## config.mk

```make
export PLATFORM = sky130hd
export DESIGN_NAME = spi_channel_flat
export DESIGN_NICKNAME = d
export VERILOG_FILES = /design/src/spi_hub_pkg.sv /design/src/spi_cmd_if.sv /design/src/spi_channel.sv /design/src/flat_wrapper.sv
export SDC_FILE = /design/constraint.sdc
export NUM_CORES = 1
export LEC_CHECK = 0
export BUFFER_PORTS_ARGS = -buffer_cell sky130_fd_sc_hd__buf_2
export CORE_UTILIZATION = 48
export CTS_CLUSTER_DIAMETER = 100
export DETAILED_ROUTE_END_ITERATION = 6
export MAX_ROUTING_LAYER = met4
export PLACE_DENSITY = 0.77
export SYNTH_ARGS = -nofsm -noshare
export SYNTH_HDL_FRONTEND = slang
export SYNTH_SLANG_ARGS = --single-unit
```

## constraint.sdc

```tcl
create_clock -name clk -period 1.93 [get_ports clk]
set_clock_uncertainty 0.15 [all_clocks]
set_input_delay 0.4825 -clock clk [delete_from_list [all_inputs] [get_ports clk]]
set_output_delay 0.4825 -clock clk [all_outputs]
set_load 0.02 [all_outputs]
```

## src/spi_hub_pkg.sv

```systemverilog
package spi_hub_pkg;

  // ~~~~~~~~~~~~~~~~~~~~~~~~~~~~~~~~~~~~~~~~~~~~~~~~~~~~~~~~~~~~~~~~~~~~~
  // frame geometry
  // ~~~~~~~~~~~~~~~~~~~~~~~~~~~~~~~~~~~~~~~~~~~~~~~~~~~~~~~~~~~~~~~~~~~~~

  localparam int CMD_WIDTH  = 12;               // full command word.
  localparam int READ_WIDTH = 8;                // captured byte.
  localparam int ADDR_WIDTH = 3;                // slave register address.

  // a read frame only sends the write flag and the address.
  localparam int HDR_WIDTH  = 1 + ADDR_WIDTH;

  // ~~~~~~~~~~~~~~~~~~~~~~~~~~~~~~~~~~~~~~~~~~~~~~~~~~~~~~~~~~~~~~~~~~~~~
  // field positions inside cmd
  // ~~~~~~~~~~~~~~~~~~~~~~~~~~~~~~~~~~~~~~~~~~~~~~~~~~~~~~~~~~~~~~~~~~~~~

  localparam int RW_BIT     = 11;               // 1 = write, 0 = read.

  // ~~~~~~~~~~~~~~~~~~~~~~~~~~~~~~~~~~~~~~~~~~~~~~~~~~~~~~~~~~~~~~~~~~~~~
  // channel FSM
  // ~~~~~~~~~~~~~~~~~~~~~~~~~~~~~~~~~~~~~~~~~~~~~~~~~~~~~~~~~~~~~~~~~~~~~

  typedef enum logic [2:0] {
    IDLE      = 3'd0,
    SETUP     = 3'd1,                            // cs falls here.
    SHIFT_OUT = 3'd2,
    SHIFT_IN  = 3'd3,                            // read data phase.
    HOLD      = 3'd4,                            // cs held low after last bit.
    DONE      = 3'd5
  } spi_state_t;

endpackage

```

## src/spi_cmd_if.sv

```systemverilog
`timescale 1ns/1ps

interface spi_cmd_if;
  import spi_hub_pkg::*;

  logic                  start;                  // one cycle, only while idle.
  logic [CMD_WIDTH-1:0]  cmd;
  logic                  busy;
  logic [READ_WIDTH-1:0] rdata;
  logic                  rdone;                  // rdata valid this cycle.

  modport dispatch (
    output start,
    output cmd,
    input  busy
  );

  modport channel (
    input  start,
    input  cmd,
    output busy,
    output rdata,
    output rdone
  );

endinterface

```

## src/spi_channel.sv

```systemverilog
`timescale 1ns/1ps

module spi_channel #(
  parameter int CLK_DIV = 4
) (
  input  logic                               clk,
  input  logic                               rst_n,
  spi_cmd_if.channel                         ctl,
  output logic                               sclk,
  output logic                               cs,
  output logic                               mosi,
  input  logic                               miso,
  output logic                               rd_vld,
  output logic [spi_hub_pkg::READ_WIDTH-1:0] rd_data,
  input  logic                               rd_ack
);
  import spi_hub_pkg::*;

  localparam int               DIV_W    = $clog2(CLK_DIV);
  localparam logic [DIV_W-1:0] DIV_LAST = DIV_W'(CLK_DIV - 1);
  localparam int               BIT_W    = $clog2(CMD_WIDTH);
  localparam logic [BIT_W-1:0] LAST_BIT = BIT_W'(CMD_WIDTH - 1);
  localparam logic [BIT_W-1:0] HDR_LAST = BIT_W'(HDR_WIDTH - 1);

  spi_state_t            state;
  logic [DIV_W-1:0]      div_cnt;
  logic [BIT_W-1:0]      bit_cnt;
  logic [CMD_WIDTH-1:0]  sreg;
  logic [READ_WIDTH-1:0] cap;
  logic                  is_wr;
  logic                  rdone_q;
  logic                  in_shift;
  logic                  tick;
  logic                  sclk_rise;
  logic                  bit_end;

  assign in_shift  = (state == SHIFT_OUT) || (state == SHIFT_IN);
  assign tick      = (div_cnt == DIV_LAST);
  assign sclk_rise = in_shift && tick && !sclk;
  assign bit_end   = in_shift && tick && sclk;    // falling sclk closes a bit.

  assign ctl.busy  = (state != IDLE) || rd_vld;   // unclaimed byte blocks.
  assign ctl.rdone = rdone_q;
  assign ctl.rdata = cap;

  // ~~~~~~~~~~~~~~~~~~~~~~~~~~~~~~~~~~~~~~~~~~~~~~~~~~~~~~~~~~~~~~~~~~~~~
  // frame FSM, divider and pins
  // ~~~~~~~~~~~~~~~~~~~~~~~~~~~~~~~~~~~~~~~~~~~~~~~~~~~~~~~~~~~~~~~~~~~~~

  always_ff @(posedge clk or negedge rst_n)
  begin
    if (!rst_n)
    begin
      state   <= IDLE;
      div_cnt <= '0;
      bit_cnt <= '0;
      sclk    <= 1'b0;
      cs      <= 1'b1;
      mosi    <= 1'b0;
      rdone_q <= 1'b0;
    end
    else
    begin
      // last capture lands on this edge, cap is complete next cycle.
      rdone_q <= sclk_rise && (state == SHIFT_IN) && (bit_cnt == LAST_BIT);
      case (state)
        IDLE:
        begin
          div_cnt <= '0;
          bit_cnt <= '0;
          if (ctl.start)
            state <= SETUP;
        end
        SETUP:
        begin
          cs    <= 1'b0;
          mosi  <= sreg[CMD_WIDTH-1];            // first bit, the write flag.
          state <= SHIFT_OUT;
        end
        SHIFT_OUT, SHIFT_IN:
        begin
          div_cnt <= tick ? '0 : div_cnt + 1'b1;
          if (tick)
            sclk <= ~sclk;
          if (bit_end)
          begin
            bit_cnt <= bit_cnt + 1'b1;
            mosi    <= 1'b0;
            if (bit_cnt == LAST_BIT)
              state <= HOLD;
            else if ((state == SHIFT_OUT) && !is_wr && (bit_cnt == HDR_LAST))
              state <= SHIFT_IN;                 // header sent, turn around.
            else if (state == SHIFT_OUT)
              mosi <= sreg[CMD_WIDTH-2];
          end
        end
        HOLD:
        begin
          div_cnt <= tick ? '0 : div_cnt + 1'b1;
          if (tick)
          begin
            cs    <= 1'b1;
            state <= DONE;
          end
        end
        DONE:
        begin
          state <= IDLE;
        end
        default:
        begin
          state <= IDLE;
        end
      endcase
    end
  end

  // ~~~~~~~~~~~~~~~~~~~~~~~~~~~~~~~~~~~~~~~~~~~~~~~~~~~~~~~~~~~~~~~~~~~~~
  // shift, capture and read hand-off
  // ~~~~~~~~~~~~~~~~~~~~~~~~~~~~~~~~~~~~~~~~~~~~~~~~~~~~~~~~~~~~~~~~~~~~~

  always_ff @(posedge clk)
  begin
    if ((state == IDLE) && ctl.start)
    begin
      sreg  <= ctl.cmd;
      is_wr <= ctl.cmd[RW_BIT];
    end
    else if (bit_end && (state == SHIFT_OUT))
    begin
      sreg <= {sreg[CMD_WIDTH-2:0], 1'b0};
    end
    if (sclk_rise && (state == SHIFT_IN))
      cap <= {cap[READ_WIDTH-2:0], miso};        // msb first.
    if (ctl.rdone)
      rd_data <= ctl.rdata;
  end

  always_ff @(posedge clk or negedge rst_n)
  begin
    if (!rst_n)
      rd_vld <= 1'b0;
    else if (ctl.rdone)
      rd_vld <= 1'b1;
    else if (rd_ack)
      rd_vld <= 1'b0;
  end

  a_cs_idle : assert property (
    @(posedge clk) disable iff (!rst_n)
    (state == IDLE) |-> cs
  );

  a_sclk_quiet : assert property (
    @(posedge clk) disable iff (!rst_n)
    (cs && $past(cs)) |-> $stable(sclk)
  );

endmodule

```

## src/flat_wrapper.sv

```systemverilog
// flat-port wrapper written by rule: the top's interface ports become plain ports
module spi_channel_flat import spi_hub_pkg::*;
#(
  parameter int CLK_DIV = 4
)
  (clk, rst_n, sclk, cs, mosi, miso, rd_vld, rd_data, rd_ack, ctl_start, ctl_cmd, ctl_busy, ctl_rdata, ctl_rdone);
  spi_cmd_if ctl_i ();
  input  logic clk;
  input  logic rst_n;
  output logic sclk;
  output logic cs;
  output logic mosi;
  input  logic miso;
  output logic rd_vld;
  output logic [spi_hub_pkg::READ_WIDTH-1:0] rd_data;
  input  logic rd_ack;
  input wire logic [$bits(ctl_i.start)-1:0] ctl_start;
  input wire logic [$bits(ctl_i.cmd)-1:0] ctl_cmd;
  output wire logic [$bits(ctl_i.busy)-1:0] ctl_busy;
  output wire logic [$bits(ctl_i.rdata)-1:0] ctl_rdata;
  output wire logic [$bits(ctl_i.rdone)-1:0] ctl_rdone;
  assign ctl_i.start = ctl_start;
  assign ctl_i.cmd = ctl_cmd;
  assign ctl_busy = ctl_i.busy;
  assign ctl_rdata = ctl_i.rdata;
  assign ctl_rdone = ctl_i.rdone;
  spi_channel #(.CLK_DIV(CLK_DIV)) u_core (.clk(clk), .rst_n(rst_n), .ctl(ctl_i), .sclk(sclk), .cs(cs), .mosi(mosi), .miso(miso), .rd_vld(rd_vld), .rd_data(rd_data), .rd_ack(rd_ack));
endmodule
```

==> flow_summary.rst, run 1 <==
.. list-table::
   :header-rows: 1

   * - Metric
     - Value
   * - Outcome
     - completed
   * - Post-Synth Adder-Cell Area
     - approximately 1.4%
   * - Leading register cell type out of synthesis
     - sky130_fd_sc_hd__edfxtp_1
   * - Reg-to-reg critical path endpoint
     - u_core.sreg[4]
   * - Xor/xnor share of the synthesized area
     - less than 1%
   * - Slowest library cell on the worst path
     - sky130_fd_sc_hd__dfrtp_1
   * - Slew at the pin with the worst max-slew slack
     - around 320 ps
   * - DRC violations left
     - 0
   * - Largest cells by area after synthesis
     - sky130_fd_sc_hd__edfxtp_1, sky130_fd_sc_hd__dfrtp_1, sky130_fd_sc_hd__mux2_4, sky130_fd_sc_hd__mux2_2, sky130_fd_sc_hd__a22o_1
   * - Routed wire per std cell
     - 13.6 um
   * - Die outline width
     - between 60 and 70 um
   * - Height of the die
     - 63.8 um
   * - Number of max-capacitance violations reported
     - 0
   * - First-pass GRT wire length
     - a little over 5 mm
   * - Gp weighted congestion
     - ~0.84
   * - Switching component of the power
     - about 290 uW
   * - Total of warnings raised by yosys
     - 0
   * - Share of total power in combinational logic
     - roughly 1.4%
   * - Portion of the clock cycle consumed by the worst path in the final layout
     - between 90% and 100%
   * - Critical path launch point type
     - flop
   * - Chain of cells forming the critical path
     - nor3_4 -> or2b_1 -> buf_6
   * - Synth cell types
     - 40
   * - WP depth
     - 3
   * - Worst reg2reg path depth
     - 5
   * - Internal power contribution
     - between 1.5 and 2 mW
   * - Proportion of total power due to net switching
     - between 15 and 20%
   * - Number of vias per cell after detailed routing
     - 5.13
   * - Number of synthesized register bits
     - between 40 and 50
   * - Antenna diode count
     - 0
   * - Worst R2R Start
     - u_core.state[0]
   * - Number of endpoints failing setup at the final stage
     - 0
   * - Portion of total power attributed to the clock network
     - between 40% and 50%
   * - Cell Rows
     - 22
   * - Number of slew-limit violations in the final report
     - 0
   * - Maximum number of buffers from clock root to sink
     - 2
   * - Rel. slew slack
     - about 79%
   * - Initial antenna violation count
     - 0
   * - Standard cell core area
     - between 3000 and 4000 um^2
   * - Clock buffer count from CTS
     - 5
   * - CP endpoint kind
     - output pin
   * - Hold crit path type
     - input pin to flop
   * - Number of iterations in the first detailed-routing pass
     - 5
   * - GRT Overall Usage
     - 17.2%
   * - Required time reported for the critical path endpoint
     - 1300 ps
   * - Count of flip-flops with a built-in enable after synthesis
     - 29
   * - Maximum number of pins on one net before global-route repair
     - 15
   * - Sequential Power Share
     - 54.3%
   * - Post-synthesis net count
     - 138
   * - Top-Level Pins
     - 39
   * - Sum of buffers and inverters on the critical path
     - 1
   * - Register clock-pin slew on the reported worst setup and hold paths
     - ~80 ps
   * - Most used standard cell by instance count after synthesis
     - sky130_fd_sc_hd__edfxtp_1
   * - Post-synthesis share of cell area spent on and, or, nand and nor gates
     - a little under an eighth
   * - Cell taking the most area after synthesis
     - sky130_fd_sc_hd__edfxtp_1
   * - Deepest level of the CTS H-tree
     - 2
   * - Setup repair after global routing missed its margin
     - true
   * - Remaining antenna violation count after routing
     - 0
   * - Top-area cell type share of the netlist area
     - 47.5%
   * - Via count of the first global-routing pass
     - about 1100
   * - Post-synth ARST share
     - between 30% and 40%
   * - Final critical-path required period
     - 1930 ps
   * - Grt total ovfl
     - 0
   * - CP peak stage delay
     - between 400 and 500 ps
   * - Cell area after synthesis
     - approximately 1800 um^2
   * - Max VDD drop
     - 352 uV
   * - Final-stage net count
     - 194
   * - Worst Setup EP
     - ctl_busy
   * - Detailed placer's ending HPWL
     - 2.20 mm
   * - Layout overhead on the synthesized area
     - 25.7%
   * - Violation count after the first detailed-routing iteration
     - 48
   * - Cell chosen for the clock root
     - sky130_fd_sc_hd__clkbuf_8
   * - CP top delay family
     - simple AND/OR/NAND/NOR gates
   * - Leading post-synthesis cells by instance count
     - sky130_fd_sc_hd__edfxtp_1, sky130_fd_sc_hd__dfrtp_1, sky130_fd_sc_hd__mux2_4, sky130_fd_sc_hd__nor2_1
   * - Combinational family with the most area after synthesis
     - simple AND/OR/NAND/NOR gates
   * - Number of hold violations in the final report
     - 0
   * - Post-synthesis average cell area
     - between 15 and 20 um^2
   * - Share of layout cells above drive strength 1
     - 45.5%
   * - Mux contribution to synthesized area
     - 9.01%
   * - Starting density of the core
     - 50.1%
   * - Placed cell count
     - approximately 210
   * - Non-filler instance count after layout
     - ~220
   * - Clock Sink Count
     - between 40 and 50
   * - Smallest hold slack
     - roughly 210 ps
   * - Arrival time of data at the critical path endpoint
     - roughly 1300 ps
   * - Total Power
     - around 1.8 mW
   * - Worst slack, placed
     - between 15 and 20 ps
   * - Pleak
     - between 0.9 and 1 nW
   * - Critical Path Source
     - u_core.state[0]
   * - Largest fanout on the critical path
     - 2
   * - Number of buffer cells added on primary ports
     - 38
   * - Fraction of the yosys area taken by sequential cells
     - around two thirds
   * - Worst R2R Setup Slack
     - 120 ps
   * - Timing-limited maximum frequency
     - between 500 and 600 MHz
   * - Utilization of the core after routing
     - ~63%
   * - Smallest setup slack after layout
     - 3.87 ps
   * - Number of vias in the routed layout
     - ~1200
   * - Power per cell area
     - 780 nW/um^2
   * - Source-to-sink clock delay at the later pin of the worst-skew pair
     - just under 300 ps
   * - Startpoint of the worst hold path
     - miso
   * - Clock tree from TritonCTS
     - yes
   * - Die area
     - between 4000 and 5000 um^2
   * - Critical path class
     - flop to output pin
   * - Gate Count Post-Synth
     - approximately 120
   * - Post-synthesis compound-gate area fraction
     - a little under 8%
   * - Total Routed Length
     - between 3 and 4 mm
==> what timing repair did <==
action | in CTS | in global routing
setup endpoints to repair | 1 | 13
resized for setup | 3 | 1
hold buffers | 1 | 0
pin swaps | 1 | 1
buffers inserted | 1 | 6
endpoints found under the hold margin | 13 | 0
==> sequential cells by signal, summed over array words and instances, names as in the netlist <==
signal / flops
u_core.cs: 1
u_core.div_cnt: 2
u_core.is_wr: 1
u_core.state: 3
u_core.mosi: 1
u_core.ctl.rdata: 8
u_core.sreg: 12
u_core.rd_data: 8
u_core.bit_cnt: 4
u_core.ctl.rdone: 1
u_core.rd_vld: 1
u_core.sclk: 1
==> how the worst min path moves through the flow <==
stage	end	slack, ps	depth (start not counted)
after global routing	u_core.ctl.rdata[0]	190	1
after floorplan	u_core.bit_cnt[0]	40	0
after detailed placement	u_core.div_cnt[1]	250	1
final	u_core.ctl.rdata[0]	210	1
after global placement	u_core.div_cnt[0]	240	1
after CTS	u_core.ctl.rdata[0]	200	1
==> power groups by stage <==
stage,sequential (mW),clock [mW],combinational [mW]
finish,0.975,0.797,0.0244
detailed placement,0.995,0,0.0238
floorplan,0.995,0,0.00131
CTS,0.975,0.816,0.0253
global route,0.975,0.848,0.0280
global placement,0.995,0,0.0236
==> metal layers <==
metal  vias to the layer above  track usage (%)  part of all wire [%]
met2                        39             27.0                    47
li1                        556                -                     -
met4                         0             5.97                   2.2
met5                         -                -                     0
met1                       549             20.2                    45
met3                         6             6.61                   6.2
==> placed cells by master, fill, tap and decap left out, types with 2 or more instances in the layout <==
cell type,synthesis,routed
sky130_fd_sc_hd__a21o_1,2,2
sky130_fd_sc_hd__a21oi_1,2,2
sky130_fd_sc_hd__a222oi_1,2,2
sky130_fd_sc_hd__a22o_1,5,5
sky130_fd_sc_hd__and3_1,3,3
sky130_fd_sc_hd__buf_2,0,37
sky130_fd_sc_hd__buf_4,1,13
sky130_fd_sc_hd__bufinv_16,0,2
sky130_fd_sc_hd__clkbuf_8,0,5
sky130_fd_sc_hd__dfrtp_1,13,13
sky130_fd_sc_hd__edfxtp_1,29,29
sky130_fd_sc_hd__inv_1,4,4
sky130_fd_sc_hd__mux2_2,4,4
sky130_fd_sc_hd__mux2_4,8,8
sky130_fd_sc_hd__nand2_1,5,5
sky130_fd_sc_hd__nand2b_1,3,3
sky130_fd_sc_hd__nor2_1,8,8
sky130_fd_sc_hd__nor2b_1,2,2
sky130_fd_sc_hd__o21ai_0,3,3
==> logic make-up after synthesis <==
family,Yosys count
compound gates,19
xor+xnor,2
fa+ha+maj,2
buf+inv,7
flops,43
mux,12
simple gates,34
==> stage by stage <==
stage	cell area, um^2	setup TNS, ps
after floorplan	1840	0
after global placement	2090	0
after detailed placement	2090	0
after CTS	2260	-9.14
after global routing	2300	-60.5
final	2300	0
==> cell type report <==
cell class | count | area, um^2
multi-input cells | 69 | 569
inverters | 4 | 15.0
repair buffers | 52 | 304
flip-flops and latches | 43 | 1220
fillers | 275 | 1360
well taps | 48 | 60.1
clock inverters | 2 | 60.1
clock buffers | 6 | 72.6
No activity file was read; power rests on OpenSTA's default activity.
==> run 2, diff against run 1 <==
- CELL_PAD_IN_SITES_DETAIL_PLACEMENT: default -> 0
- CELL_PAD_IN_SITES_GLOBAL_PLACEMENT: default -> 1
- CORE_UTILIZATION: 48 -> 39
==> run 2 against run 1 <==
  * The run now ends with design-rule violations, negative setup slack left
  * Critical path depth stayed put
  * Maximum frequency is 1.2% lower
  * Worst setup slack worse by 22 ps
  * Register-to-register slack about the same
  * Non-clock buffer count fell by 4
  * Global-route usage down 1.5 points
  * Highest routed layer unchanged
  * Sequential cell count did not move
  * Sequential share of layout area increased by 1.5 points
  * Via count shrank 0.78%
  * Largest power group unchanged
==> flow_summary.rst, run 2 (synthesis results as in run 1) <==
.. list-table::
   :header-rows: 1

   * - Metric
     - Value
   * - Worst reg2reg path depth
     - 4 (-1)
   * - Number of endpoints failing setup at the final stage
     - 1 (+1)
   * - Pleak
     - 0.962 nW (-3.5%)
   * - Critical path launch point type
     - flop
   * - Die outline width
     - 70.6 um (+11%)
   * - Timing-limited maximum frequency
     - 513 MHz (-1.2%)
   * - Most frequent standard cell in the layout excluding fill and tap cells
     - sky130_fd_sc_hd__buf_2
   * - Rel. slew slack
     - 73.5% (-5.4 points)
   * - Clock buffer count from CTS
     - 5 (unchanged)
   * - Clock Sink Count
     - 43 (unchanged)
   * - Failing checks
     - design-rule violations, negative setup slack
   * - First-pass GRT wire length
     - 5.62 mm (+10%)
   * - Register clock-pin slew on the reported worst setup and hold paths
     - 80 ps (about the same)
   * - Final critical-path required period
     - 1950 ps (+22.5 ps)
   * - Number of vias per cell after detailed routing
     - 5.09 (-0.78%)
   * - Hold path depth
     - 1 (unchanged)
   * - Largest fanout on the critical path
     - 2 (unchanged)
   * - Worst slack, placed
     - 35.2 ps (+19.3 ps)
   * - Final total negative setup slack
     - -18.6 ps (-18.6 ps)
   * - Chain of cells forming the critical path
     - nor3_4 -> or2b_1 -> buf_6
   * - Standard cell core area
     - 4440 um^2 (+21%)
   * - Startpoint of the worst hold path
     - miso
   * - Deepest level of the CTS H-tree
     - 2 (unchanged)
   * - Via count of the first global-routing pass
     - 1148 (+4.7%)
   * - Layout overhead on the synthesized area
     - 22.2%
   * - Number of hold violations in the final report
     - 0 (unchanged)
   * - Number of iterations in the first detailed-routing pass
     - 6 (+1)
   * - Fill count
     - 405 (+47%)
   * - Slowest library cell on the worst path
     - sky130_fd_sc_hd__dfrtp_1
   * - CP peak stage delay
     - 420 ps (about the same)
   * - Final-stage net count
     - 190 (-2.1%)
   * - Total Routed Length
     - 3.27 mm (+6.9%)
   * - Die area
     - 4980 um^2 (+22%)
   * - Register with the highest flop count
     - u_core.sreg
   * - Portion of the clock cycle consumed by the worst path in the final layout
     - 101% (+1.2 points)
   * - Hold crit path type
     - input pin to flop
   * - Utilization of the core after routing
     - 50.4% (-13 points)
   * - WP depth
     - 3 (unchanged)
   * - Arrival time of data at the critical path endpoint
     - 1320 ps (+30 ps)
   * - Number of max-capacitance violations reported
     - 0 (unchanged)
   * - Sum of buffers and inverters on the critical path
     - 1 (unchanged)
   * - Height of the die
     - 70.6 um (+11%)
   * - Share of layout cells above drive strength 1
     - 44.2% (-1.3 points)
   * - Top-Level Pins
     - 39 (unchanged)
   * - Number of buffer cells added on primary ports
     - 38 (unchanged)
   * - Maximum number of buffers from clock root to sink
     - 2 (unchanged)
   * - Max VDD drop
     - 361 uV (+2.8%)
   * - Required time reported for the critical path endpoint
     - 1300 ps (about the same)
   * - CP top delay family
     - simple AND/OR/NAND/NOR gates
   * - Cell Rows
     - 24 (+9.1%)
   * - Setup repair after global routing missed its margin
     - true
   * - Slew at the pin with the worst max-slew slack
     - 398 ps (+81.2 ps)
   * - Clock tree from TritonCTS
     - yes
   * - Detailed placer's ending HPWL
     - 2.28 mm (+3.5%)
   * - Reg-to-reg critical path endpoint
     - u_core.sreg[9]
   * - Starting density of the core
     - 41.2% (-8.8 points)
   * - Smallest hold slack
     - 206 ps (-8.81 ps)
   * - Power per cell area
     - 690 nW/um^2 (-11%)
   * - Cell chosen for the clock root
     - sky130_fd_sc_hd__clkbuf_8
   * - Number of vias in the routed layout
     - 1141 (-0.78%)
   * - Number of slew-limit violations in the final report
     - 0 (unchanged)
   * - Number of flip-flops under the largest register name
     - 12 (unchanged)
   * - GRT Overall Usage
     - 15.7% (-1.5 points)
   * - Critical path class
     - flop to output pin
   * - Worst R2R Setup Slack
     - 110 ps (about the same)
   * - Hold-critical path endpoint
     - u_core.ctl.rdata[0]
   * - Violation count after the first detailed-routing iteration
     - 61 (+27%)
   * - Remaining antenna violation count after routing
     - 0 (unchanged)
   * - Grt total ovfl
     - 0 (unchanged)
   * - Maximum number of pins on one net before global-route repair
     - 15 (unchanged)
   * - Worst R2R Start
     - u_core.div_cnt[0]
   * - Most frequent cells in the layout
     - sky130_fd_sc_hd__buf_2, sky130_fd_sc_hd__edfxtp_1, sky130_fd_sc_hd__dfrtp_1
   * - DRC violations left
     - 10 (+10)
   * - Initial antenna violation count
     - 0 (unchanged)
   * - Gp weighted congestion
     - 0.756 (-10%)
   * - Routed wire per std cell
     - 14.6 um (+6.9%)
   * - Antenna diode count
     - 0 (unchanged)
   * - Smallest setup slack after layout
     - -18.6 ps (-22.5 ps)
   * - CP endpoint kind
     - output pin
   * - Outcome
     - finished, violations left
   * - Source-to-sink clock delay at the later pin of the worst-skew pair
     - 300 ps (about the same)
## run 2: changes by cell type in the layout (fill, tap and decap cells not counted), sizes merged
cell    before  now
buf         51   47
clkbuf       6    5
bufinv       2    0
clkinv       0    3
## run 2: repair_timing
action / 4_1_cts / 5_1_grt
setup endpoints to repair: 1 / 13
resized for setup: 3 / 0
setup buffers: 1 / 3
pin swaps: 1 / 1
hold endpoints to repair: 13 / 0
hold buffers: 1 / 0
## run 2: worst max-delay path by stage
stage / slack [ps] / end / start
global placement: 130 / u_core.sreg[1] / u_core.state[2]
floorplan: 160 / u_core.sreg[0] / u_core.div_cnt[0]
CTS: -10 / ctl_busy / u_core.state[0]
global route: -70 / ctl_busy / u_core.state[0]
detailed placement: 40 / u_core.sreg[2] / u_core.state[2]
finish: -20 / ctl_busy / u_core.state[0]
## run 2: cell type report
type	instances	area (um^2)	share of cell area [%]
Multi-Input combinational cell	69	567	25.3
Inverter	4	15.0	0.670
Sequential cell	43	1220	54.6
Tap cell	52	65.1	2.91
Timing Repair Buffer	48	287	12.8
Clock buffer	5	68.8	3.07
Clock inverter	3	15.0	0.670
## run 2: worst register-to-register path: cells and delay by family (launching register included)
kind	cells	cell delay (ps)
simple gates	1	230
compound gates	1	150
flops	1	390
buf+inv	1	220
fa+ha+maj	1	380
## run 2: stage by stage
step	instance area [um^2]	cells	total power, mW
2_1_floorplan	1840	119	0.996
3_3_place_gp	2090	211	1.02
3_5_place_dp	2090	211	1.02
4_1_cts	2200	221	1.57
5_1_grt	2240	224	1.60
6_report	2240	224	1.55
## run 2: report_power, final
part / internal (mW) / switching (mW) / leakage (nW)
clock: 0.248 / 0.299 / 0.0477
combinational: 0.0133 / 0.0110 / 0.485
sequential: 0.975 / 0 / 0.429
## run 2: per-layer routing
metal  track usage (%)  part of all wire [%]
met1              19.0                    46
met2              23.9                    46
met3              4.70                   5.3
met4              8.00                   2.3
met5                 -                     0
